**config.mk**
```make
export PLATFORM = sky130hd
export DESIGN_NAME = cmd_dispatch
export DESIGN_NICKNAME = d
export VERILOG_FILES = /design/src/design/fb_cmd_pkg.sv /design/src/design/fb_mem_pkg.sv /design/src/design/cmd_dispatch.sv
export VERILOG_INCLUDE_DIRS = /design/src /design/src/design
export SDC_FILE = /design/constraint.sdc
export NUM_CORES = 1
export LEC_CHECK = 0
export BUFFER_PORTS_ARGS = -buffer_cell sky130_fd_sc_hd__buf_2
export CAP_MARGIN = 15
export CELL_PAD_IN_SITES_DETAIL_PLACEMENT = 0
export CELL_PAD_IN_SITES_GLOBAL_PLACEMENT = 2
export CORE_AREA = 8 8 45 47
export CTS_CLUSTER_DIAMETER = 80
export CTS_CLUSTER_SIZE = 8
export DETAILED_ROUTE_END_ITERATION = 7
export DIE_AREA = 0 0 53 55
export PLACE_DENSITY = 0.68
export SLEW_MARGIN = 5
export SYNTH_ARGS = -nofsm -noshare
export SYNTH_HDL_FRONTEND = slang
export SYNTH_SLANG_ARGS = --single-unit
export TNS_END_PERCENT = 5
```
**constraint.sdc**
```tcl
create_clock -name clk -period 1.1 [get_ports clk]
set_input_delay 0.11 -clock clk [delete_from_list [all_inputs] [get_ports clk]]
set_output_delay 0.11 -clock clk [all_outputs]
set_load 0.02 [all_outputs]
```
**src/design/pixel_engine_config.svh**
```systemverilog
/* fixed framebuffer geometry; PE_COLUMN_BYTES must be at least 2 and cover PE_COLUMN_BITS
   PE_PIXEL_SEL_BITS must be wide enough to index PE_BYTES_PER_PIXEL bytes */
`ifndef PIXEL_ENGINE_CONFIG_SVH
`define PIXEL_ENGINE_CONFIG_SVH

// address geometry
`define PE_ROW_BITS 5
`define PE_COLUMN_BITS 9
`define PE_COLUMN_BYTES 2 // column sent little-endian

// pixel storage
`define PE_BYTES_PER_PIXEL 2
`define PE_PIXEL_SEL_BITS 1

// one byte per {row, column, pixel} address
`define PE_RAM_DEPTH (1 << (`PE_ROW_BITS + `PE_COLUMN_BITS + `PE_PIXEL_SEL_BITS))

`endif

```
**src/design/fb_cmd_pkg.sv**
```systemverilog
/* host command opcodes and the FSM state encodings of the dispatcher and handlers
   opcodes other than the two listed are rejected by the dispatcher */
package fb_cmd_pkg;

    typedef enum logic [7:0] {
        OP_WRITE_PIXEL = 8'h01,
        OP_READ_PIXEL  = 8'h02
    } opcode_t;

    typedef enum logic [1:0] {
        DS_IDLE,
        DS_WRITING,
        DS_READING
    } dispatch_state_t;

    typedef enum logic [1:0] {
        WR_ROW,
        WR_COLUMN,
        WR_PIXEL_BYTES,
        WR_DONE
    } write_state_t;

    typedef enum logic [2:0] {
        RD_ROW,
        RD_COLUMN,
        RD_WAIT,  // ram latency cycle
        RD_FETCH, // waiting on rd_valid
        RD_DONE
    } read_state_t;

endpackage

```
**src/design/fb_mem_pkg.sv**
```systemverilog
/* framebuffer address and data types, sized from the config header */
`include "pixel_engine_config.svh"

package fb_mem_pkg;

    typedef logic [7:0] byte_t;

    typedef logic [`PE_ROW_BITS-1:0] row_t;
    typedef logic [`PE_COLUMN_BITS-1:0] column_t;
    typedef logic [`PE_PIXEL_SEL_BITS-1:0] pixel_sel_t;

    // raw column bytes as they arrive, upper bits beyond the column are dropped
    typedef logic [`PE_COLUMN_BYTES*8-1:0] column_buf_t;

    // counts the remaining column bytes
    typedef logic [$clog2(`PE_COLUMN_BYTES)-1:0] column_count_t;

    // index of the top byte of a pixel, sent first
    localparam pixel_sel_t PIXEL_TOP = pixel_sel_t'(`PE_BYTES_PER_PIXEL - 1);

    localparam column_count_t COLUMN_TOP = column_count_t'(`PE_COLUMN_BYTES - 1);

endpackage

```
**src/design/cmd_dispatch.sv**
```systemverilog
/* host must wait for busy low before the next opcode; no queueing of commands
   bytes outside an active command's byte count are dropped by the handlers */
`timescale 1ns/100ps

module cmd_dispatch (
    input  logic              clk,
    input  logic              reset,
    input  fb_mem_pkg::byte_t data_in,
    input  logic              data_valid,
    input  logic              write_done,
    input  logic              read_done,
    output logic              write_byte_strobe,
    output logic              read_byte_strobe,
    output logic              busy,
    output logic              cmd_error
);
    import fb_cmd_pkg::*;

    dispatch_state_t state;
    opcode_t         opcode;

    assign opcode = opcode_t'(data_in); // only meaningful in idle

    // byte strobes follow data_valid while a handler owns the stream
    assign write_byte_strobe = data_valid && (state == DS_WRITING);
    assign read_byte_strobe  = data_valid && (state == DS_READING);
    assign busy              = (state != DS_IDLE);

    always_ff @(posedge clk) begin
        if (reset) begin
            state     <= DS_IDLE;
            cmd_error <= 1'b0;
        end else begin
            cmd_error <= 1'b0; // single cycle pulse
            case (state)
                DS_IDLE: begin
                    if (data_valid) begin
                        case (opcode)
                            OP_WRITE_PIXEL: state <= DS_WRITING;
                            OP_READ_PIXEL:  state <= DS_READING;
                            default:        cmd_error <= 1'b1; // stay idle
                        endcase
                    end
                end
                DS_WRITING: begin
                    if (write_done) begin
                        state <= DS_IDLE;
                    end
                end
                DS_READING: begin
                    if (read_done) begin
                        state <= DS_IDLE;
                    end
                end
                default: state <= DS_IDLE;
            endcase
        end
    end

endmodule

```
==> impl_metrics.py <==
metrics = {
    "grt": {
        "grt_first_pass_wirelength_um": 765,
        "grt_overflow": 0,
        "grt_antenna_before_repair": 0,
        "grt_start_max_net_pins": 7,
        "via_count_of_the_first_global_routing_pass": 216,
        "global_route.usage.total_pct": 3.72,
    },
    "cts": {
        "htree_num_levels": 1,
        "cts_tree": "yes",
        "cts.clk_slew.worst_paths_ps": 30,
        "clock-sinks": 3,
        "cts.repair_timing.setup_buffer_count": 0,
        "cts_root_buf": "sky130_fd_sc_hd__clkbuf_4",
        "cts_buffer_depth": 2,
        "clkLatencyLatePin_ps": 230,
        "cts_inserted_buffers": 3,
    },
    "detailed_routing": {
        "detail_route.iter0.violations": 1,
        "detail_route.first_pass.iterations": 2,
        "drc": 0,
        "routed-via-count": 208,
        "routed_wirelength_um": 575,
        "avgViaCountPerCell": 3.78,
        "average_wire_length_per_cell_after_detail_routing_um": 10.5,
        "final_antenna_net_count": 0,
    },
    "synth": {
        "yosysMostFrequentCell": "sky130_fd_sc_hd__dfxtp_1",
        "synth_edf_count": 0,
        "number_of_instances_in_the_synthesized_netlist": 19,
        "synth.top_cells.by_count": "3 x sky130_fd_sc_hd__dfxtp_1, 2 x sky130_fd_sc_hd__and3b_2, 2 x sky130_fd_sc_hd__nand2b_1, 2 x sky130_fd_sc_hd__nand3_1, 2 x sky130_fd_sc_hd__or4b_1",
        "synth_seq_area_share_pct": 32.4,
        "yosys_warnings": 0,
        "syn-cell-area_um2": 185,
        "syn-mean-instance-area_um2": 9.75,
        "synth.net_count": 32,
        "synth.lib_cells_used.distinct": 13,
        "synth_top_area_share_pct": 32.4,
        "ys_dominant_reg_cell": "sky130_fd_sc_hd__dfxtp_1",
        "netlist_top_cells_area": "sky130_fd_sc_hd__dfxtp_1 32%, sky130_fd_sc_hd__and3b_2 11%, sky130_fd_sc_hd__or4b_1 11%",
        "yosys_reg_bits": 3,
        "ys_async_sr_fraction_pct": 0,
        "synth_area_leader_cell": "sky130_fd_sc_hd__dfxtp_1",
    },
    "status": {
        "status": "completed",
    },
    "timing": {
        "setup_violations": 0,
        "rsz0062_at_grt": "yes",
        "post-route-worst-setup-slack_ps": 36.3,
        "finalHoldViolCount": 0,
        "timing_worst_slew_pin_value_ps": 250,
        "final.setup.tns_ps": 0,
        "timing.final.max_slew_violations": 0,
        "final.setup_skew_ps": 0.221,
        "finalCriticalPeriod_ps": 1060,
        "max_slew_margin_pct": 83.2,
        "final.period_utilization_pct": 96.7,
        "max_clock_freq_ghz": 0.940,
    },
    "finish": {
        "fillCellCount": 155,
        "utilization_of_the_core_after_routing_pct": 23.5,
        "design.final.nets": 53,
        "antenna_cells_inserted": 0,
        "synthToLayoutAreaGrowth_pct": 75.7,
        "final-instance-count-excl-fill": 55,
        "drive_above_1_share_pct": 66.7,
    },
    "die": {
        "dieHeight_um": 55,
        "design.core.area_um2": 1380,
        "boundaryPins": 17,
        "dieArea_um2": 2920,
        "chipWidth_um": 53,
        "initial_utilization_pct": 13.4,
        "std_cell_rows": 14,
    },
    "power_and_ir_drop": {
        "ir_drop_uv": 296,
        "post-layout-total-power_uw": 342,
        "power_density_nw_per_um2": 1050,
        "combPwrFrac_pct": 12.5,
        "power.net_switching_uw": 72.9,
        "switching_share_pct": 21.3,
        "p_seq_share_pct": 32.0,
        "clock_power_share_pct": 55.4,
        "leakagePower_uw": 0.000150,
        "internal_power_uw": 269,
    },
    "worst_setup_path": {
        "cp_max_fo": 6,
        "critical_path_required_ps": 990,
        "worst-setup-path-type": "reg -> out",
        "critical_path_arrival_ps": 950,
        "slowest_stage_delay_on_critical_path_ps": 360,
        "critical_path.endpoint_type": "output port",
        "crit_path_top_delay_cell": "sky130_fd_sc_hd__dfxtp_2",
        "timing.critical_path.from_type": "flop",
        "cp_cell_sequence": "and3b_2 > buf_2",
    },
    "placed_design": {
        "globalplace.congestion": 0.715,
        "io_buffer_count": 16,
        "placed_cells": 51,
        "dp_worst_setup_slack_ps": 83.1,
    },
    "job": {
        "drv.max_cap_violation_count": 0,
    },
    "min_path": {
        "timing.hold.worst.class": "in -> reg",
    },
}
==> power by group through the flow <==
stage | Sequential (uW) | Clock, uW | Combinational (uW)
floorplan | 116 | 0 | 11.7
global placement | 114 | 0 | 43.7
detailed placement | 114 | 0 | 43.0
CTS | 112 | 199 | 43.5
global route | 110 | 206 | 47.7
finish | 110 | 190 | 42.9
==> routing by layer <==
metal / share of wire [%] / global-route usage (%)
met5: 0 / 0
met4: 0 / 2.59
met3: 27 / 4.55
met2: 29 / 3.32
met1: 44 / 4.26
==> repair_timing <==
action | 4_1_cts | 5_1_grt
hold buffers | 0 | 0
endpoints found under the setup margin | 3 | 1
resized for setup | 4 | 2
==> placed cells by master (no fill, tap or decap), types with 2 or more instances in the layout <==
cell type,Yosys,layout
sky130_fd_sc_hd__and3b_2,2,2
sky130_fd_sc_hd__buf_2,0,15
sky130_fd_sc_hd__clkbuf_4,0,3
sky130_fd_sc_hd__nand2b_1,2,2
sky130_fd_sc_hd__nand3_1,2,2
sky130_fd_sc_hd__or4b_1,2,2
==> path summary, 6_finish.rpt <==
path	to	startpoint	slack, ps	cells after the start
min reg2reg	state[1]	state[0]	580	2
max	write_byte_strobe	state[1]	40	2
max reg2reg	state[1]	state[0]	80	2
min	state[0]	write_done	150	3
==> worst max-delay path: cells and delay by family, from the launching register on <==
kind | cells | cell delay (ps)
simple gates | 1 | 210
flops | 1 | 360
buf+inv | 1 | 150
==> per-stage QoR <==
| stage | hold WS [ps] | area, um2 |
|---|---|---|
| CTS | 154 | 320 |
| global route | 163 | 325 |
| floorplan | 255 | 185 |
| global placement | 404 | 285 |
| detailed placement | 401 | 285 |
| finish | 150 | 325 |
==> cell families after synthesis <==
| family | Yosys count | synth area share, % |
|---|---|---|
| DFF | 3 | 32.4 |
| and+or+nand+nor | 13 | 57.4 |
| AOI/OAI and AO/OA | 2 | 5.40 |
| xor gates and xnor gates | 1 | 4.73 |
==> state kept, by name, indices dropped and copies added (netlist names) <==
name / count
cmd_error: 1
state: 2
==> cell type report <==
cell class | instances | area, um2 | area share [%]
multi-input cells | 16 | 128 | 39.2
repair buffers | 16 | 86.3 | 26.5
well taps | 16 | 20.0 | 6.15
clock buffers | 4 | 26.3 | 8.08
flip-flops and latches | 3 | 65.1 | 20.0
No activity file was read; power rests on OpenSTA's default activity.
