**src/design/pixel_engine_config.svh**
```systemverilog
/* fixed framebuffer geometry; PE_COLUMN_BYTES must be at least 2 and cover PE_COLUMN_BITS
   PE_PIXEL_SEL_BITS must be wide enough to index PE_BYTES_PER_PIXEL bytes */
`ifndef PIXEL_ENGINE_CONFIG_SVH
`define PIXEL_ENGINE_CONFIG_SVH

// address geometry
`define PE_ROW_BITS 5
`define PE_COLUMN_BITS 9
`define PE_COLUMN_BYTES 2 // column sent little-endian

// pixel storage
`define PE_BYTES_PER_PIXEL 2
`define PE_PIXEL_SEL_BITS 1

// one byte per {row, column, pixel} address
`define PE_RAM_DEPTH (1 << (`PE_ROW_BITS + `PE_COLUMN_BITS + `PE_PIXEL_SEL_BITS))

`endif

```
**src/design/fb_cmd_pkg.sv**
```systemverilog
/* host command opcodes and the FSM state encodings of the dispatcher and handlers
   opcodes other than the two listed are rejected by the dispatcher */
package fb_cmd_pkg;

    typedef enum logic [7:0] {
        OP_WRITE_PIXEL = 8'h01,
        OP_READ_PIXEL  = 8'h02
    } opcode_t;

    typedef enum logic [1:0] {
        DS_IDLE,
        DS_WRITING,
        DS_READING
    } dispatch_state_t;

    typedef enum logic [1:0] {
        WR_ROW,
        WR_COLUMN,
        WR_PIXEL_BYTES,
        WR_DONE
    } write_state_t;

    typedef enum logic [2:0] {
        RD_ROW,
        RD_COLUMN,
        RD_WAIT,  // ram latency cycle
        RD_FETCH, // waiting on rd_valid
        RD_DONE
    } read_state_t;

endpackage

```
**src/design/fb_mem_pkg.sv**
```systemverilog
/* framebuffer address and data types, sized from the config header */
`include "pixel_engine_config.svh"

package fb_mem_pkg;

    typedef logic [7:0] byte_t;

    typedef logic [`PE_ROW_BITS-1:0] row_t;
    typedef logic [`PE_COLUMN_BITS-1:0] column_t;
    typedef logic [`PE_PIXEL_SEL_BITS-1:0] pixel_sel_t;

    // raw column bytes as they arrive, upper bits beyond the column are dropped
    typedef logic [`PE_COLUMN_BYTES*8-1:0] column_buf_t;

    // counts the remaining column bytes
    typedef logic [$clog2(`PE_COLUMN_BYTES)-1:0] column_count_t;

    // index of the top byte of a pixel, sent first
    localparam pixel_sel_t PIXEL_TOP = pixel_sel_t'(`PE_BYTES_PER_PIXEL - 1);

    localparam column_count_t COLUMN_TOP = column_count_t'(`PE_COLUMN_BYTES - 1);

endpackage

```
**src/design/cmd_pixel_read.sv**
```systemverilog
/* after the last column byte the pixel bytes go out msb first at one every 2 cycles
   tx has no back-pressure; done coincides with the last tx_valid */
`timescale 1ns/100ps
`include "pixel_engine_config.svh"

module cmd_pixel_read (
    input  logic                   clk,
    input  logic                   reset,
    input  fb_mem_pkg::byte_t      data_in,
    input  logic                   enable,
    input  fb_mem_pkg::byte_t      rd_data,
    input  logic                   rd_valid,
    output fb_mem_pkg::row_t       rd_row,
    output fb_mem_pkg::column_t    rd_column,
    output fb_mem_pkg::pixel_sel_t rd_pixel,
    output logic                   rd_access_start,
    output fb_mem_pkg::byte_t      tx_data,
    output logic                   tx_valid,
    output logic                   done
);
    import fb_cmd_pkg::*;
    import fb_mem_pkg::*;

    read_state_t   state;
    column_buf_t   column_buf;
    column_count_t column_count;

    assign rd_column = column_buf[`PE_COLUMN_BITS-1:0];

    always_ff @(posedge clk) begin
        if (reset) begin
            state           <= RD_ROW;
            rd_row          <= '0;
            column_buf      <= '0;
            column_count    <= '0;
            rd_pixel        <= '0;
            rd_access_start <= 1'b0;
            tx_valid        <= 1'b0;
            done            <= 1'b0;
        end else begin
            tx_valid <= 1'b0;
            done     <= 1'b0;
            case (state)
                RD_ROW: begin
                    if (enable) begin
                        rd_row       <= data_in[`PE_ROW_BITS-1:0];
                        column_count <= COLUMN_TOP;
                        state        <= RD_COLUMN;
                    end
                end
                RD_COLUMN: begin
                    if (enable) begin
                        column_buf <= {data_in, column_buf[`PE_COLUMN_BYTES*8-1:8]};
                        if (column_count == '0) begin
                            // first request goes out with the final column byte
                            rd_pixel        <= PIXEL_TOP;
                            rd_access_start <= ~rd_access_start;
                            state           <= RD_WAIT;
                        end else begin
                            column_count <= column_count - 1'b1;
                        end
                    end
                end
                RD_WAIT: state <= RD_FETCH; // ram registers rd_data here
                RD_FETCH: begin
                    if (rd_valid) begin
                        tx_data  <= rd_data;
                        tx_valid <= 1'b1;
                        if (rd_pixel == '0) begin
                            done  <= 1'b1;
                            state <= RD_DONE;
                        end else begin
                            rd_pixel        <= rd_pixel - 1'b1;
                            rd_access_start <= ~rd_access_start; // next byte down
                            state           <= RD_WAIT;
                        end
                    end
                end
                RD_DONE: begin
                    rd_row     <= '0;
                    column_buf <= '0;
                    rd_pixel   <= '0;
                    state      <= RD_ROW;
                end
                default: state <= RD_ROW;
            endcase
        end
    end

endmodule

```
**config.mk**
```make
export PLATFORM = sky130hd
export DESIGN_NAME = cmd_pixel_read
export DESIGN_NICKNAME = d
export VERILOG_FILES = /design/src/design/fb_cmd_pkg.sv /design/src/design/fb_mem_pkg.sv /design/src/design/cmd_pixel_read.sv
export VERILOG_INCLUDE_DIRS = /design/src /design/src/design
export SDC_FILE = /design/constraint.sdc
export NUM_CORES = 1
export LEC_CHECK = 0
export ABC_CLOCK_PERIOD_IN_PS = 4350
export BUFFER_PORTS_ARGS = -buffer_cell sky130_fd_sc_hd__buf_2
export CAP_MARGIN = 40
export CORE_UTILIZATION = 52
export DETAILED_ROUTE_END_ITERATION = 7
export PLACE_DENSITY = 0.82
export SYNTH_ARGS = -nofsm -noshare
export SYNTH_HDL_FRONTEND = slang
export SYNTH_SLANG_ARGS = --single-unit
```
**constraint.sdc**
```tcl
create_clock -name clk -period 4.35 [get_ports clk]
set_clock_uncertainty 0.15 [all_clocks]
set_input_delay 0.87 -clock clk [delete_from_list [all_inputs] [get_ports clk]]
set_output_delay 0.87 -clock clk [all_outputs]
set_load 0.1 [all_outputs]
```
==> metrics.txt <==
# TYPE chip_impl_metric gauge
chip_impl_metric{name="grt_antenna_before_repair",unit=""} 0
chip_impl_metric{name="post-cts-setup-buffers",unit=""} 0
chip_impl_info{name="hold_path.class",value="flop to flop"} 1
chip_impl_info{name="synth_ff_type",value="sky130_fd_sc_hd__dfxtp_1"} 1
chip_impl_metric{name="clk_pin_slew",unit="ps"} 100
chip_impl_metric{name="final.period_utilization",unit="%"} 51.3
chip_impl_info{name="path_delay_family",value="buffers and inverters"} 1
chip_impl_metric{name="synthCells",unit=""} 123
chip_impl_metric{name="area_fraction_of_the_dominant_cell_type_after_synthesis",unit="%"} 41.4
chip_impl_info{name="endpoint_kind",value="primary output"} 1
chip_impl_info{name="cts_tree",value="built"} 1
chip_impl_metric{name="timing.final.max_slew_violations",unit=""} 0
chip_impl_metric{name="vdd.ir_drop.worst",unit="µV"} 334
chip_impl_metric{name="max_freq",unit="MHz"} 448
chip_impl_info{name="critPathSlowestCell",value="sky130_fd_sc_hd__buf_2"} 1
chip_impl_info{name="post_synth_main_area_contributors",value="sky130_fd_sc_hd__dfxtp_1, sky130_fd_sc_hd__edfxtp_1, sky130_fd_sc_hd__mux2i_1, sky130_fd_sc_hd__a22o_1, sky130_fd_sc_hd__buf_4"} 1
chip_impl_metric{name="yosys_register_bits",unit=""} 37
chip_impl_info{name="rsz0062_at_grt",value="no"} 1
chip_impl_info{name="synth_most_common_cell",value="sky130_fd_sc_hd__dfxtp_1"} 1
chip_impl_metric{name="port_buffers",unit=""} 45
chip_impl_metric{name="leakage",unit="nW"} 0.770
chip_impl_metric{name="post_route_cells_drive_above_1_share",unit="%"} 35.6
chip_impl_metric{name="detail_route.iter0.violations",unit=""} 15
chip_impl_metric{name="antenna_cells_inserted",unit=""} 0
chip_impl_metric{name="whs",unit="ps"} 336
chip_impl_metric{name="power_per_cell_area",unit="mW/mm²"} 440
chip_impl_metric{name="tritoncts.num_buffers",unit=""} 5
chip_impl_metric{name="fin_setup_tns",unit="ps"} 0
chip_impl_metric{name="routed_wl",unit="mm"} 2.52
chip_impl_info{name="worstPathCellList",value="buf_2"} 1
chip_impl_metric{name="htree_levels",unit=""} 2
chip_impl_metric{name="ys_warn_count",unit=""} 0
chip_impl_info{name="status",value="finished, final reports clean"} 1
chip_impl_metric{name="timing.slew.headroom",unit="%"} 60.2
chip_impl_metric{name="grt_pass1_wl",unit="mm"} 4.16
chip_impl_info{name="start_kind",value="flop"} 1
chip_impl_metric{name="number_of_global_route_vias_before_repair",unit=""} 967
chip_impl_metric{name="fin_crit",unit="ps"} 2230
chip_impl_info{name="critPathKind",value="flop to primary output"} 1
chip_impl_metric{name="required_time_at_the_endpoint_of_the_critical_path",unit="ps"} 3330
chip_impl_metric{name="gp_congestion",unit=""} 0.667
chip_impl_info{name="timing.critical_path.from",value="rd_pixel"} 1
chip_impl_metric{name="dpl.hpwl",unit="mm"} 1.83
chip_impl_metric{name="yosysUniqueCellTypes",unit=""} 31
chip_impl_metric{name="tightest_slew",unit="ps"} 597
chip_impl_metric{name="worstSkewPairLatency",unit="ps"} 330
chip_impl_metric{name="drt_first_pass_iters",unit=""} 4
chip_impl_metric{name="row_cnt",unit=""} 18
chip_impl_metric{name="grt_remaining_overflow",unit=""} 0
chip_impl_metric{name="starting_density",unit="%"} 55.7
chip_impl_metric{name="cap_violations",unit=""} 0
chip_impl_metric{name="drt_drc_violations_left",unit=""} 0
chip_impl_info{name="synth_top_cell_by_area",value="sky130_fd_sc_hd__dfxtp_1"} 1
chip_impl_metric{name="syn_area_per_cell",unit="µm²"} 11.4
chip_impl_metric{name="final_core_utilization",unit="%"} 66.1
chip_impl_metric{name="pin_count_of_the_biggest_net_entering_global_routing",unit=""} 15
chip_impl_metric{name="fp.dieArea",unit="mm²"} 0.00291
chip_impl_metric{name="number_of_buffer_and_inverter_instances_along_the_worst_setup_path",unit=""} 1
chip_impl_metric{name="gr-usage-all-layers",unit="%"} 21.0
chip_impl_metric{name="die_y_extent",unit="µm"} 54.0
chip_impl_metric{name="floorplan.core_area",unit="mm²"} 0.00252
chip_impl_metric{name="detailroute.via_count",unit=""} 1029
chip_impl_metric{name="synth_sequential_area_ratio",unit="%"} 58.5
chip_impl_metric{name="post_synth_instance_area",unit="mm²"} 0.00140
chip_impl_info{name="hold_start",value="column_buf[9]"} 1
chip_impl_metric{name="setup_viol",unit=""} 0
chip_impl_metric{name="post_layout_nonfiller_instances",unit=""} 193
chip_impl_metric{name="cp_max_fo",unit=""} 5
chip_impl_metric{name="ioPinCount",unit=""} 46
chip_impl_metric{name="hold_viol_final",unit=""} 0
chip_impl_metric{name="detail_route.vias_per_cell",unit=""} 5.33
chip_impl_metric{name="synthesis.nets",unit=""} 143
chip_impl_metric{name="wl_per_cell",unit="µm"} 13.1
chip_impl_metric{name="placedCellCount",unit=""} 185
chip_impl_metric{name="detail-route-antenna-nets",unit=""} 0
chip_impl_metric{name="max_stage_delay",unit="ps"} 460
chip_impl_metric{name="area_growth",unit="%"} 18.8
chip_impl_metric{name="post_cts.resized_instances",unit=""} 0
chip_impl_metric{name="num-nets-final",unit=""} 182
chip_impl_info{name="regToRegStartpoint",value="state[2]"} 1
chip_impl_metric{name="synth_edf_count",unit=""} 8
chip_impl_metric{name="die_x",unit="µm"} 54.0
chip_impl_metric{name="cts_max_path_buffers",unit=""} 2
chip_impl_info{name="synthTopCellsByCount",value="sky130_fd_sc_hd__dfxtp_1, sky130_fd_sc_hd__nor2_1, sky130_fd_sc_hd__mux2i_1"} 1
chip_impl_metric{name="crit_arrival",unit="ps"} 1210
chip_impl_metric{name="ctsHoldBuffers",unit=""} 0
chip_impl_metric{name="total_number_of_clock_tree_sinks",unit=""} 37
chip_impl_info{name="cts.root.buffer_cell",value="sky130_fd_sc_hd__clkbuf_4"} 1
chip_impl_metric{name="synth_async_sr_flop_share",unit="%"} 0
==> through the flow <==
step	power [mW]	setup slack, ps	instance area [µm²]
after floorplan	0.477	2100	1400
after global placement	0.497	1950	1580
final	0.734	2120	1670
after global routing	0.769	2090	1670
after CTS	0.742	2110	1670
after detailed placement	0.500	2100	1580
==> where the power goes <==
group	leakage [nW]	internal [mW]	switching [mW]
Combinational	0.417	0.0323	0.0833
Clock	0.0455	0.137	0.105
Sequential	0.308	0.363	0.0136
==> cell families after synthesis <==
group	after synthesis	share of synthesized area [%]
compound gates	19	10.8
flops	37	58.5
buf+inv	18	7.40
simple gates	35	13.5
mux	13	9.27
xor+xnor	1	0.624
==> flip-flops by register name, summed over array words and instances, names as in the netlist <==
| register | cells |
|---|---|
| rd_access_start | 1 |
| tx_valid | 1 |
| rd_row | 5 |
| tx_data | 8 |
| rd_pixel | 1 |
| column_count | 1 |
| done | 1 |
| column_buf | 16 |
| state | 3 |
==> layer usage <==
metal	share of wire, %	GRT usage, %	routed length [µm]
met1	43	23.0	1080
met2	47	33.5	1180
met3	8.1	9.89	203
met4	2.4	11.0	60
met5	0	0	0
==> layout make-up <==
| cell class | instances | area, µm² |
|---|---|---|
| Clock buffer | 7 | 55.1 |
| Timing Repair Buffer | 46 | 230 |
| Tap cell | 30 | 37.5 |
| Inverter | 4 | 15.0 |
| Fill cell | 206 | 855 |
| Clock inverter | 1 | 30.0 |
| Sequential cell | 37 | 821 |
| Multi-Input combinational cell | 68 | 479 |
==> cell usage in the layout (no fill, tap or decap), types with 2 or more instances in the layout <==
cell	synthesis	layout
sky130_fd_sc_hd__a21oi_1	4	4
sky130_fd_sc_hd__nand2b_1	2	2
sky130_fd_sc_hd__edfxtp_1	8	8
sky130_fd_sc_hd__nor3_1	4	4
sky130_fd_sc_hd__nand2_1	2	2
sky130_fd_sc_hd__buf_2	2	46
sky130_fd_sc_hd__nor4_1	2	2
sky130_fd_sc_hd__nor2_1	16	16
sky130_fd_sc_hd__mux2i_1	13	13
sky130_fd_sc_hd__inv_1	3	3
sky130_fd_sc_hd__clkbuf_4	0	5
sky130_fd_sc_hd__nand3_1	2	2
sky130_fd_sc_hd__dfxtp_1	29	29
sky130_fd_sc_hd__a22o_1	8	8
==> worst paths after layout <==
kind         cells past startpoint  slack, ps        endpoint
min                              1        340   column_buf[1]
min reg2reg                      1        340   column_buf[1]
max                              1       2120        rd_pixel
max reg2reg                      4       2480  column_buf[14]
No activity file was read; power rests on OpenSTA's default activity.
