==> src/design/pixel_engine_config.svh <==
/* fixed framebuffer geometry; PE_COLUMN_BYTES must be at least 2 and cover PE_COLUMN_BITS
   PE_PIXEL_SEL_BITS must be wide enough to index PE_BYTES_PER_PIXEL bytes */
`ifndef PIXEL_ENGINE_CONFIG_SVH
`define PIXEL_ENGINE_CONFIG_SVH

// address geometry
`define PE_ROW_BITS 5
`define PE_COLUMN_BITS 9
`define PE_COLUMN_BYTES 2 // column sent little-endian

// pixel storage
`define PE_BYTES_PER_PIXEL 2
`define PE_PIXEL_SEL_BITS 1

// one byte per {row, column, pixel} address
`define PE_RAM_DEPTH (1 << (`PE_ROW_BITS + `PE_COLUMN_BITS + `PE_PIXEL_SEL_BITS))

`endif

==> src/design/fb_cmd_pkg.sv <==
/* host command opcodes and the FSM state encodings of the dispatcher and handlers
   opcodes other than the two listed are rejected by the dispatcher */
package fb_cmd_pkg;

    typedef enum logic [7:0] {
        OP_WRITE_PIXEL = 8'h01,
        OP_READ_PIXEL  = 8'h02
    } opcode_t;

    typedef enum logic [1:0] {
        DS_IDLE,
        DS_WRITING,
        DS_READING
    } dispatch_state_t;

    typedef enum logic [1:0] {
        WR_ROW,
        WR_COLUMN,
        WR_PIXEL_BYTES,
        WR_DONE
    } write_state_t;

    typedef enum logic [2:0] {
        RD_ROW,
        RD_COLUMN,
        RD_WAIT,  // ram latency cycle
        RD_FETCH, // waiting on rd_valid
        RD_DONE
    } read_state_t;

endpackage

==> src/design/fb_mem_pkg.sv <==
/* framebuffer address and data types, sized from the config header */
`include "pixel_engine_config.svh"

package fb_mem_pkg;

    typedef logic [7:0] byte_t;

    typedef logic [`PE_ROW_BITS-1:0] row_t;
    typedef logic [`PE_COLUMN_BITS-1:0] column_t;
    typedef logic [`PE_PIXEL_SEL_BITS-1:0] pixel_sel_t;

    // raw column bytes as they arrive, upper bits beyond the column are dropped
    typedef logic [`PE_COLUMN_BYTES*8-1:0] column_buf_t;

    // counts the remaining column bytes
    typedef logic [$clog2(`PE_COLUMN_BYTES)-1:0] column_count_t;

    // index of the top byte of a pixel, sent first
    localparam pixel_sel_t PIXEL_TOP = pixel_sel_t'(`PE_BYTES_PER_PIXEL - 1);

    localparam column_count_t COLUMN_TOP = column_count_t'(`PE_COLUMN_BYTES - 1);

endpackage

==> src/design/cmd_pixel_write.sv <==
/* bytes arrive as row, column lsb first, then pixel msb first; the ram write lands one cycle
   after each pixel byte, so row/column/pixel hold until the done cycle ends */
`timescale 1ns/100ps
`include "pixel_engine_config.svh"

module cmd_pixel_write (
    input  logic                   clk,
    input  logic                   reset,
    input  fb_mem_pkg::byte_t      data_in,
    input  logic                   enable,
    output fb_mem_pkg::row_t       row,
    output fb_mem_pkg::column_t    column,
    output fb_mem_pkg::pixel_sel_t pixel,
    output fb_mem_pkg::byte_t      data_out,
    output logic                   ram_write_enable,
    output logic                   ram_access_start,
    output logic                   done
);
    import fb_cmd_pkg::*;
    import fb_mem_pkg::*;

    write_state_t  state;
    column_buf_t   column_buf;
    column_count_t column_count;
    pixel_sel_t    pixel_count; // index of the next byte to arrive

    assign column = column_buf[`PE_COLUMN_BITS-1:0];

    always_ff @(posedge clk) begin
        if (reset) begin
            state            <= WR_ROW;
            row              <= '0;
            column_buf       <= '0;
            column_count     <= '0;
            pixel            <= '0;
            pixel_count      <= '0;
            ram_write_enable <= 1'b0;
            ram_access_start <= 1'b0;
            done             <= 1'b0;
        end else begin
            done <= 1'b0;
            case (state)
                WR_ROW: begin
                    if (enable) begin
                        row          <= data_in[`PE_ROW_BITS-1:0];
                        column_count <= COLUMN_TOP;
                        state        <= WR_COLUMN;
                    end
                end
                WR_COLUMN: begin
                    if (enable) begin
                        // shift in from the top so the first byte ends up lowest
                        column_buf <= {data_in, column_buf[`PE_COLUMN_BYTES*8-1:8]};
                        if (column_count == '0) begin
                            pixel_count      <= PIXEL_TOP;
                            ram_write_enable <= 1'b1;
                            state            <= WR_PIXEL_BYTES;
                        end else begin
                            column_count <= column_count - 1'b1;
                        end
                    end
                end
                WR_PIXEL_BYTES: begin
                    if (enable) begin
                        data_out         <= data_in;
                        pixel            <= pixel_count;
                        ram_access_start <= ~ram_access_start; // ram writes next edge
                        if (pixel_count == '0) begin
                            done  <= 1'b1;
                            state <= WR_DONE;
                        end else begin
                            pixel_count <= pixel_count - 1'b1;
                        end
                    end
                end
                WR_DONE: begin
                    // last byte is written at this edge from the old values
                    row              <= '0;
                    column_buf       <= '0;
                    pixel            <= '0;
                    pixel_count      <= '0;
                    ram_write_enable <= 1'b0;
                    state            <= WR_ROW;
                end
                default: state <= WR_ROW;
            endcase
        end
    end

endmodule

==> config.mk <==
export PLATFORM = sky130hd
export DESIGN_NAME = cmd_pixel_write
export DESIGN_NICKNAME = d
export VERILOG_FILES = /design/src/design/fb_cmd_pkg.sv /design/src/design/fb_mem_pkg.sv /design/src/design/cmd_pixel_write.sv
export VERILOG_INCLUDE_DIRS = /design/src /design/src/design
export SDC_FILE = /design/constraint.sdc
export NUM_CORES = 1
export LEC_CHECK = 0
export ABC_AREA = 1
export BUFFER_PORTS_ARGS = -buffer_cell sky130_fd_sc_hd__buf_2
export CAP_MARGIN = 10
export CORE_MARGIN = 1
export CORE_UTILIZATION = 59
export CTS_BUF_LIST = sky130_fd_sc_hd__clkbuf_8
export CTS_CLUSTER_SIZE = 10
export DETAILED_ROUTE_END_ITERATION = 12
export MAX_ROUTING_LAYER = met4
export PLACE_DENSITY = 0.87
export RECOVER_POWER = 25
export SETUP_SLACK_MARGIN = 0.2
export SLEW_MARGIN = 20
export SYNTH_ARGS = -nofsm -noshare
export SYNTH_HDL_FRONTEND = slang
export SYNTH_SLANG_ARGS = --single-unit
==> constraint.sdc <==
create_clock -name clk -period 3.25 [get_ports clk]
set_clock_uncertainty 0.05 [all_clocks]
set_input_delay 0.325 -clock clk [delete_from_list [all_inputs] [get_ports clk]]
set_output_delay 0.325 -clock clk [all_outputs]
set_load 0.02 [all_outputs]
==> results of run 1 <==
==> logic make-up (layout without fill, tap and decap cells) <==
logic type               Yosys count  count (layout)  share of synthesized area (%)
AND/OR/NAND/NOR                   88              88                           22.4
flip-flops                        37              37                           52.6
buffers and inverters             31              60                           11.1
AO/OA/AOI/OAI                     27              27                           9.38
adder cells (fa/ha/maj)            5               5                           4.01
XOR/XNOR                           1               1                          0.561
==> layout make-up <==
class	count	area (um2)	share of cell area (%)
Timing Repair Buffer	36	161	9.14
Inverter	16	60.1	3.40
Clock buffer	6	82.6	4.67
Clock inverter	2	37.5	2.12
Tap cell	30	37.5	2.12
Multi-Input combinational cell	121	567	32.1
Sequential cell	37	821	46.5
==> power by group <==
group | switching [W] | internal, W | total [W]
combinational | 0.000299 | 0.000141 | 0.000440
clock | 0.000160 | 0.000249 | 0.000409
sequential | 0.0000401 | 0.000535 | 0.000575
total | 0.000498 | 0.000925 | 0.00142
==> path summary, 6_finish.rpt <==
| check | slack, ps | from | endpoint | cells after the start |
|---|---|---|---|---|
| max | 1520 | state[0] | data_out[5] | 4 |
| min | 180 | data_in[1] | data_out[1] | 1 |
| max reg2reg | 1520 | state[0] | data_out[5] | 4 |
| min reg2reg | 410 | column_buf[1] | column_buf[1] | 2 |
==> cells in the final DEF, fill, tap and decap left out, types with 5 or more instances in the layout <==
cell / instances
inv_1: 14
nor2_1: 20
edfxtp_1: 8
dfxtp_1: 29
ha_1: 5
nand2_1: 58
a21oi_1: 22
clkbuf_8: 6
clkbuf_1: 15
buf_2: 21
==> state kept, by name, indices dropped and copies added, names as in the netlist <==
name	flops
column_buf	16
column_count	1
data_out	8
done	1
pixel	1
pixel_count	1
ram_access_start	1
ram_write_enable	1
row	5
state	2
==> layer usage <==
metal / vias to the layer above / routed length [um] / GRT usage (%) / share of wire [%]
li1: 643 / - / - / -
met1: 559 / 1180 / 23.0 / 41
met2: 41 / 1480 / 42.1 / 51
met3: 9 / 171 / 7.18 / 5.9
met4: 0 / 86 / 14.0 / 3.0
met5: - / 0 / - / 0
==> synthesized netlist by cell type <==
| library cell | instances | area [um2] |
|---|---|---|
| nand2_2 | 2 | 12.5 |
| dfxtp_1 | 29 | 581 |
| clkbuf_1 | 2 | 7.51 |
| or2_1 | 1 | 6.26 |
| a21oi_1 | 22 | 110 |
| xor2_1 | 1 | 8.76 |
| buf_4 | 9 | 67.6 |
| o21ai_0 | 2 | 10.0 |
| nand2_1 | 58 | 218 |
| nor2_1 | 20 | 75.1 |
| o21ai_2 | 1 | 8.76 |
| buf_6 | 3 | 33.8 |
| inv_1 | 14 | 52.6 |
| nand4_1 | 1 | 6.26 |
| edfxtp_1 | 8 | 240 |
| nor2_2 | 1 | 6.26 |
| buf_2 | 1 | 5.00 |
| nor3_1 | 1 | 5.00 |
| nand3_1 | 4 | 20.0 |
| inv_2 | 2 | 7.51 |
| a21oi_2 | 2 | 17.5 |
| ha_1 | 5 | 62.6 |
==> metrics by stage <==
stage	instances	hold WS (ps)	instance area, um2	total power [W]
2_1_floorplan	189	374	1560	0.000944
3_3_place_gp	240	396	1670	0.00101
3_5_place_dp	240	401	1670	0.00102
4_1_cts	248	174	1790	0.00143
5_1_grt	248	174	1770	0.00151
6_report	248	184	1770	0.00142
==> metrics, run 1 <==
measured slew at the worst slew-check pin=591 ps; vias in the first global route=1139; final design utilization=70.7%; Slew Viols, Final=0; mean area per synthesized cell=8.26 um2; Worst-Skew Late Latency=290 ps; number of buffers created by CTS=5; critical-path maximum fanout=8; initial detailed-routing violation count=29; Final Hold Violating Endpoints=0; routed wirelength normalized by instance count=11.8 um; cell breakdown of the critical path=inv_1, ha_1, nand2_1, nor2_1; total standard cell area after synthesis=1560 um2; crit path max-delay cell type=nor2_1; leakage component of the power=0.767 nW; max_cap viols=0; die span in y=53.4 um; crit path setup slack, layout=1520 ps; count of port buffers added during placement=36; clock transition at the registers of the reported paths=70 ps; clock sink count=37; global-route wire length before repair=4.60 mm; Overflow after GRT=0; Starting Density=62.5%; count of hold buffers inserted by post-cts repair=0; antenna violations before repair=0; period utilisation layout=53.3%; Area growth syn-to-layout=13.1%; Fill cells=195; arrival time of data at the critical path endpoint=1610 ps; width of the die=53.4 um; largest net degree at the start of global routing=27; post-CTS setup repair buffer count=0; core box area=2500 um2; routability cong.=0.910; vias after detailed routing=1252; clk buf depth=2; number of standard cells after synthesis=189; Slew headroom=60.5%; Synthesis Warnings=0; sequential fraction of the synthesis area=52.6%; TritonCTS clock tree=yes; post-DP HPWL=2.05 mm; cell area power density=805 nW/um2; post-route setup TNS=0 ps; upper clock frequency limit=577 MHz; cell type group with the largest total delay on the critical path=simple AND/OR/NAND/NOR gates; final critical path time including I/O delays and setup=1730 ps; floorplan die area=2860 um2; Overall Global Routing Usage=24.0%; final wirelength=2.91 mm; post-placement setup slack=1510 ps; number of library cell types mapped by synthesis=22; largest voltage drop on the vdd net=0.627 mV; CTS HTree Levels=2; remaining antenna violation count=0; slowest cell delay on critical path=480 ps; number of search-and-repair iterations in the first detailed-routing pass=4; CTS Root Buffer Type=clkbuf_8; outcome=complete, no violations; Synth Net Count=205; type of destination of the critical path=register; vias per cell=5.05; Diodes inserted=0; I/O pin total=37; Setup-failing EPs final=0; number of core rows=18; path class of the lowest-slack min-delay path=input pin to register; share of layout cells above drive strength 1=17.0%; # resized after CTS=0; flip-flop and latch count after synthesis=37; total buffers and inverters traversed by the critical path=1; Total Nets Final=233; Remaining DRCs=0; kind of critical path=register to register; required time worst endpoint=3130 ps; setup repair after global routing missed its margin=no; Setup crit start kind=register
No activity file was read; power rests on OpenSTA's default activity.
==> run 2: changes to the inputs <==
--- a/config.mk
+++ b/config.mk
@@ -10,12 +10,12 @@
 export BUFFER_PORTS_ARGS = -buffer_cell sky130_fd_sc_hd__buf_2
 export CAP_MARGIN = 10
 export CORE_MARGIN = 1
-export CORE_UTILIZATION = 59
+export CORE_UTILIZATION = 49
 export CTS_BUF_LIST = sky130_fd_sc_hd__clkbuf_8
 export CTS_CLUSTER_SIZE = 10
 export DETAILED_ROUTE_END_ITERATION = 12
 export MAX_ROUTING_LAYER = met4
-export PLACE_DENSITY = 0.87
+export PLACE_DENSITY = 0.77
 export RECOVER_POWER = 25
 export SETUP_SLACK_MARGIN = 0.2
 export SLEW_MARGIN = 20
==> constraint.sdc (replaced) <==
create_clock -name clk -period 1.5 [get_ports clk]
set_clock_uncertainty 0.05 [all_clocks]
set_input_delay 0.15 -clock clk [delete_from_list [all_inputs] [get_ports clk]]
set_output_delay 0.15 -clock clk [all_outputs]
set_load 0.02 [all_outputs]
==> run 2 against run 1 <==
The flow now finishes with violations (DRC). Critical path depth rose by 2. Combinational power increased to 3.1 times the previous value. Sequential cell count is the same. Final cell count up 13%. Via count is 7.1% higher. Wire length is 19% higher. First-iteration DRC count grew 38%. Largest power group is now combinational cells. Maximum frequency grew 30%. Highest routed layer unchanged.
==> metrics, run 2 (synthesis results as in run 1) <==
register containing the most flip-flops in the final layout=column_buf (unchanged); width of the die=58.5 um (was 53.4 um); floorplan die area=3420 um2 (was 2860 um2); I/O pin total=37 (unchanged); post-route setup TNS=0 ps (unchanged); clock transition at the registers of the reported paths=70 ps (about the same); total power consumption of the routed design=0.00351 W (was 0.00142 W); routed wirelength normalized by instance count=12.4 um (was 11.8 um); Setup crit start kind=register (unchanged); share of layout cells above drive strength 1=33.2% (was 17.0%); Final Hold Violating Endpoints=0 (unchanged); cell area power density=1680 nW/um2 (was 805 nW/um2); leakage component of the power=0.859 nW (was 0.767 nW); leading registers by flop count=column_buf: 16 flops, data_out: 8 flops, row: 5 flops (unchanged); type of destination of the critical path=register (unchanged); required time worst endpoint=1630 ps (was 3130 ps); number of search-and-repair iterations in the first detailed-routing pass=8 (was 4); Starting Density=51.6% (was 62.5%); vias in the first global route=1120 (was 1139); number of buffers created by CTS=5 (unchanged); final wirelength=3.46 mm (was 2.91 mm); number of core rows=20 (was 18); upper clock frequency limit=753 MHz (was 577 MHz); Slew Viols, Final=0 (unchanged); initial detailed-routing violation count=40 (was 29); setup repair after global routing missed its margin=yes (was no); measured slew at the worst slew-check pin=292 ps (was 591 ps); Setup-failing EPs final=0 (unchanged); clk buf depth=2 (unchanged); Slew headroom=80.3% (was 60.5%); clock sink count=37 (unchanged); final critical path time including I/O delays and setup=1330 ps (was 1730 ps); global-route wire length before repair=5.06 mm (was 4.60 mm); critical-path maximum fanout=7 (was 8); final design utilization=68.9% (was 70.7%); failing checks=DRC; most frequent cells in the layout=46 x nand2_1, 27 x dfxtp_1, 19 x buf_2 (was 58 x nand2_1, 29 x dfxtp_1, 22 x a21oi_1); Overall Global Routing Usage=20.7% (was 24.0%); arrival time of data at the critical path endpoint=1460 ps (was 1610 ps); period utilisation layout=88.5% (was 53.3%); Worst-Skew Late Latency=280 ps (was 290 ps); path class of the lowest-slack min-delay path=input pin to register (unchanged); antenna violations before repair=0 (unchanged); remaining antenna violation count=0 (unchanged); largest net degree at the start of global routing=17 (was 27); routability cong.=0.953 (was 0.910); CTS Root Buffer Type=clkbuf_8 (unchanged); Overflow after GRT=0 (unchanged); largest voltage drop on the vdd net=1.00 mV (was 0.627 mV); kind of critical path=register to register (unchanged); flip-flop count of the largest register, all copies and words added=16 (unchanged); Diodes inserted=0 (unchanged); outcome=finished, violations left (was complete, no violations); Remaining DRCs=1 (was 0); most common cell after layout, fill and taps aside=nand2_1 (unchanged); CTS HTree Levels=2 (unchanged); post-DP HPWL=2.12 mm (was 2.05 mm); TritonCTS clock tree=yes (unchanged); Fill cells=239 (was 195); core box area=3030 um2 (was 2500 um2); die span in y=58.5 um (was 53.4 um); vias after detailed routing=1341 (was 1252); Total Nets Final=250 (was 233); count of port buffers added during placement=36 (unchanged); placed cell areas=1730 um2 (was 1670 um2); vias per cell=4.81 (was 5.05); Area growth syn-to-layout=33.7% (was 13.1%); max_cap viols=0 (unchanged); Final Cell Area=2090 um2 (was 1770 um2)
[run 2: repair_timing]
action	4_1_cts	5_1_grt
pin swaps	1	6
setup buffers	2	2
hold buffers	6	1
hold endpoints to repair	6	1
setup endpoints to repair	33	34
resized for setup	13	33
gates cloned	0	2
[run 2: per-layer routing]
metal / wire [um] / GRT usage [%] / up-vias
met5: 0 / - / -
met4: 77 / 8.16 / 0
met3: 142 / 6.81 / 9
met2: 1730 / 32.0 / 40
met1: 1510 / 25.2 / 613
li1: - / - / 679
[run 2: final timing paths]
check,slack [ps],to,startpoint,depth (start not counted)
worst min register to register,410,column_buf[2],column_buf[2],2
worst max register to register,170,state[0],state[1],6
worst max-delay path,170,state[0],state[1],6
worst min-delay path,60,data_out[5],data_in[5],1
[run 2: critical path, stage by stage, from the launching register on]
cell and delay (ps):
dfxtp_4 360, buf_4 140, ha_4 180, o21ai_0 270, nand3_1 120, nand2_1 70, nor2_1 30
[run 2: through the flow]
stage | hold WS, ps | instances | setup WS (ps)
6_report | 56.7 | 279 | 172
5_1_grt | 46.8 | 279 | 85.4
4_1_cts | 2.25 | 274 | 171
3_5_place_dp | 301 | 258 | 43.5
3_3_place_gp | 297 | 258 | 90.6
2_1_floorplan | 199 | 189 | 177
[run 2: area by class of cell]
cell class              count  area, um2  share of cell area, %
repair buffers             52        315                   15.1
well taps                  44       55.1                   2.64
clock inverters             3       46.3                   2.22
multi-input cells         121        699                   33.5
clock buffers               5       68.8                   3.30
repair inverters            1       6.26                  0.300
flip-flops and latches     37        828                   39.7
inverters                  16       67.6                   3.24
[run 2: where the power goes]
part	leakage (nW)	total, W	switching, W	internal (W)
combinational	0.495	0.00136	0.000829	0.000532
clock	0.0543	0.000862	0.000365	0.000497
sequential	0.310	0.00129	0.000110	0.00117
total	0.859	0.00351	0.00130	0.00220
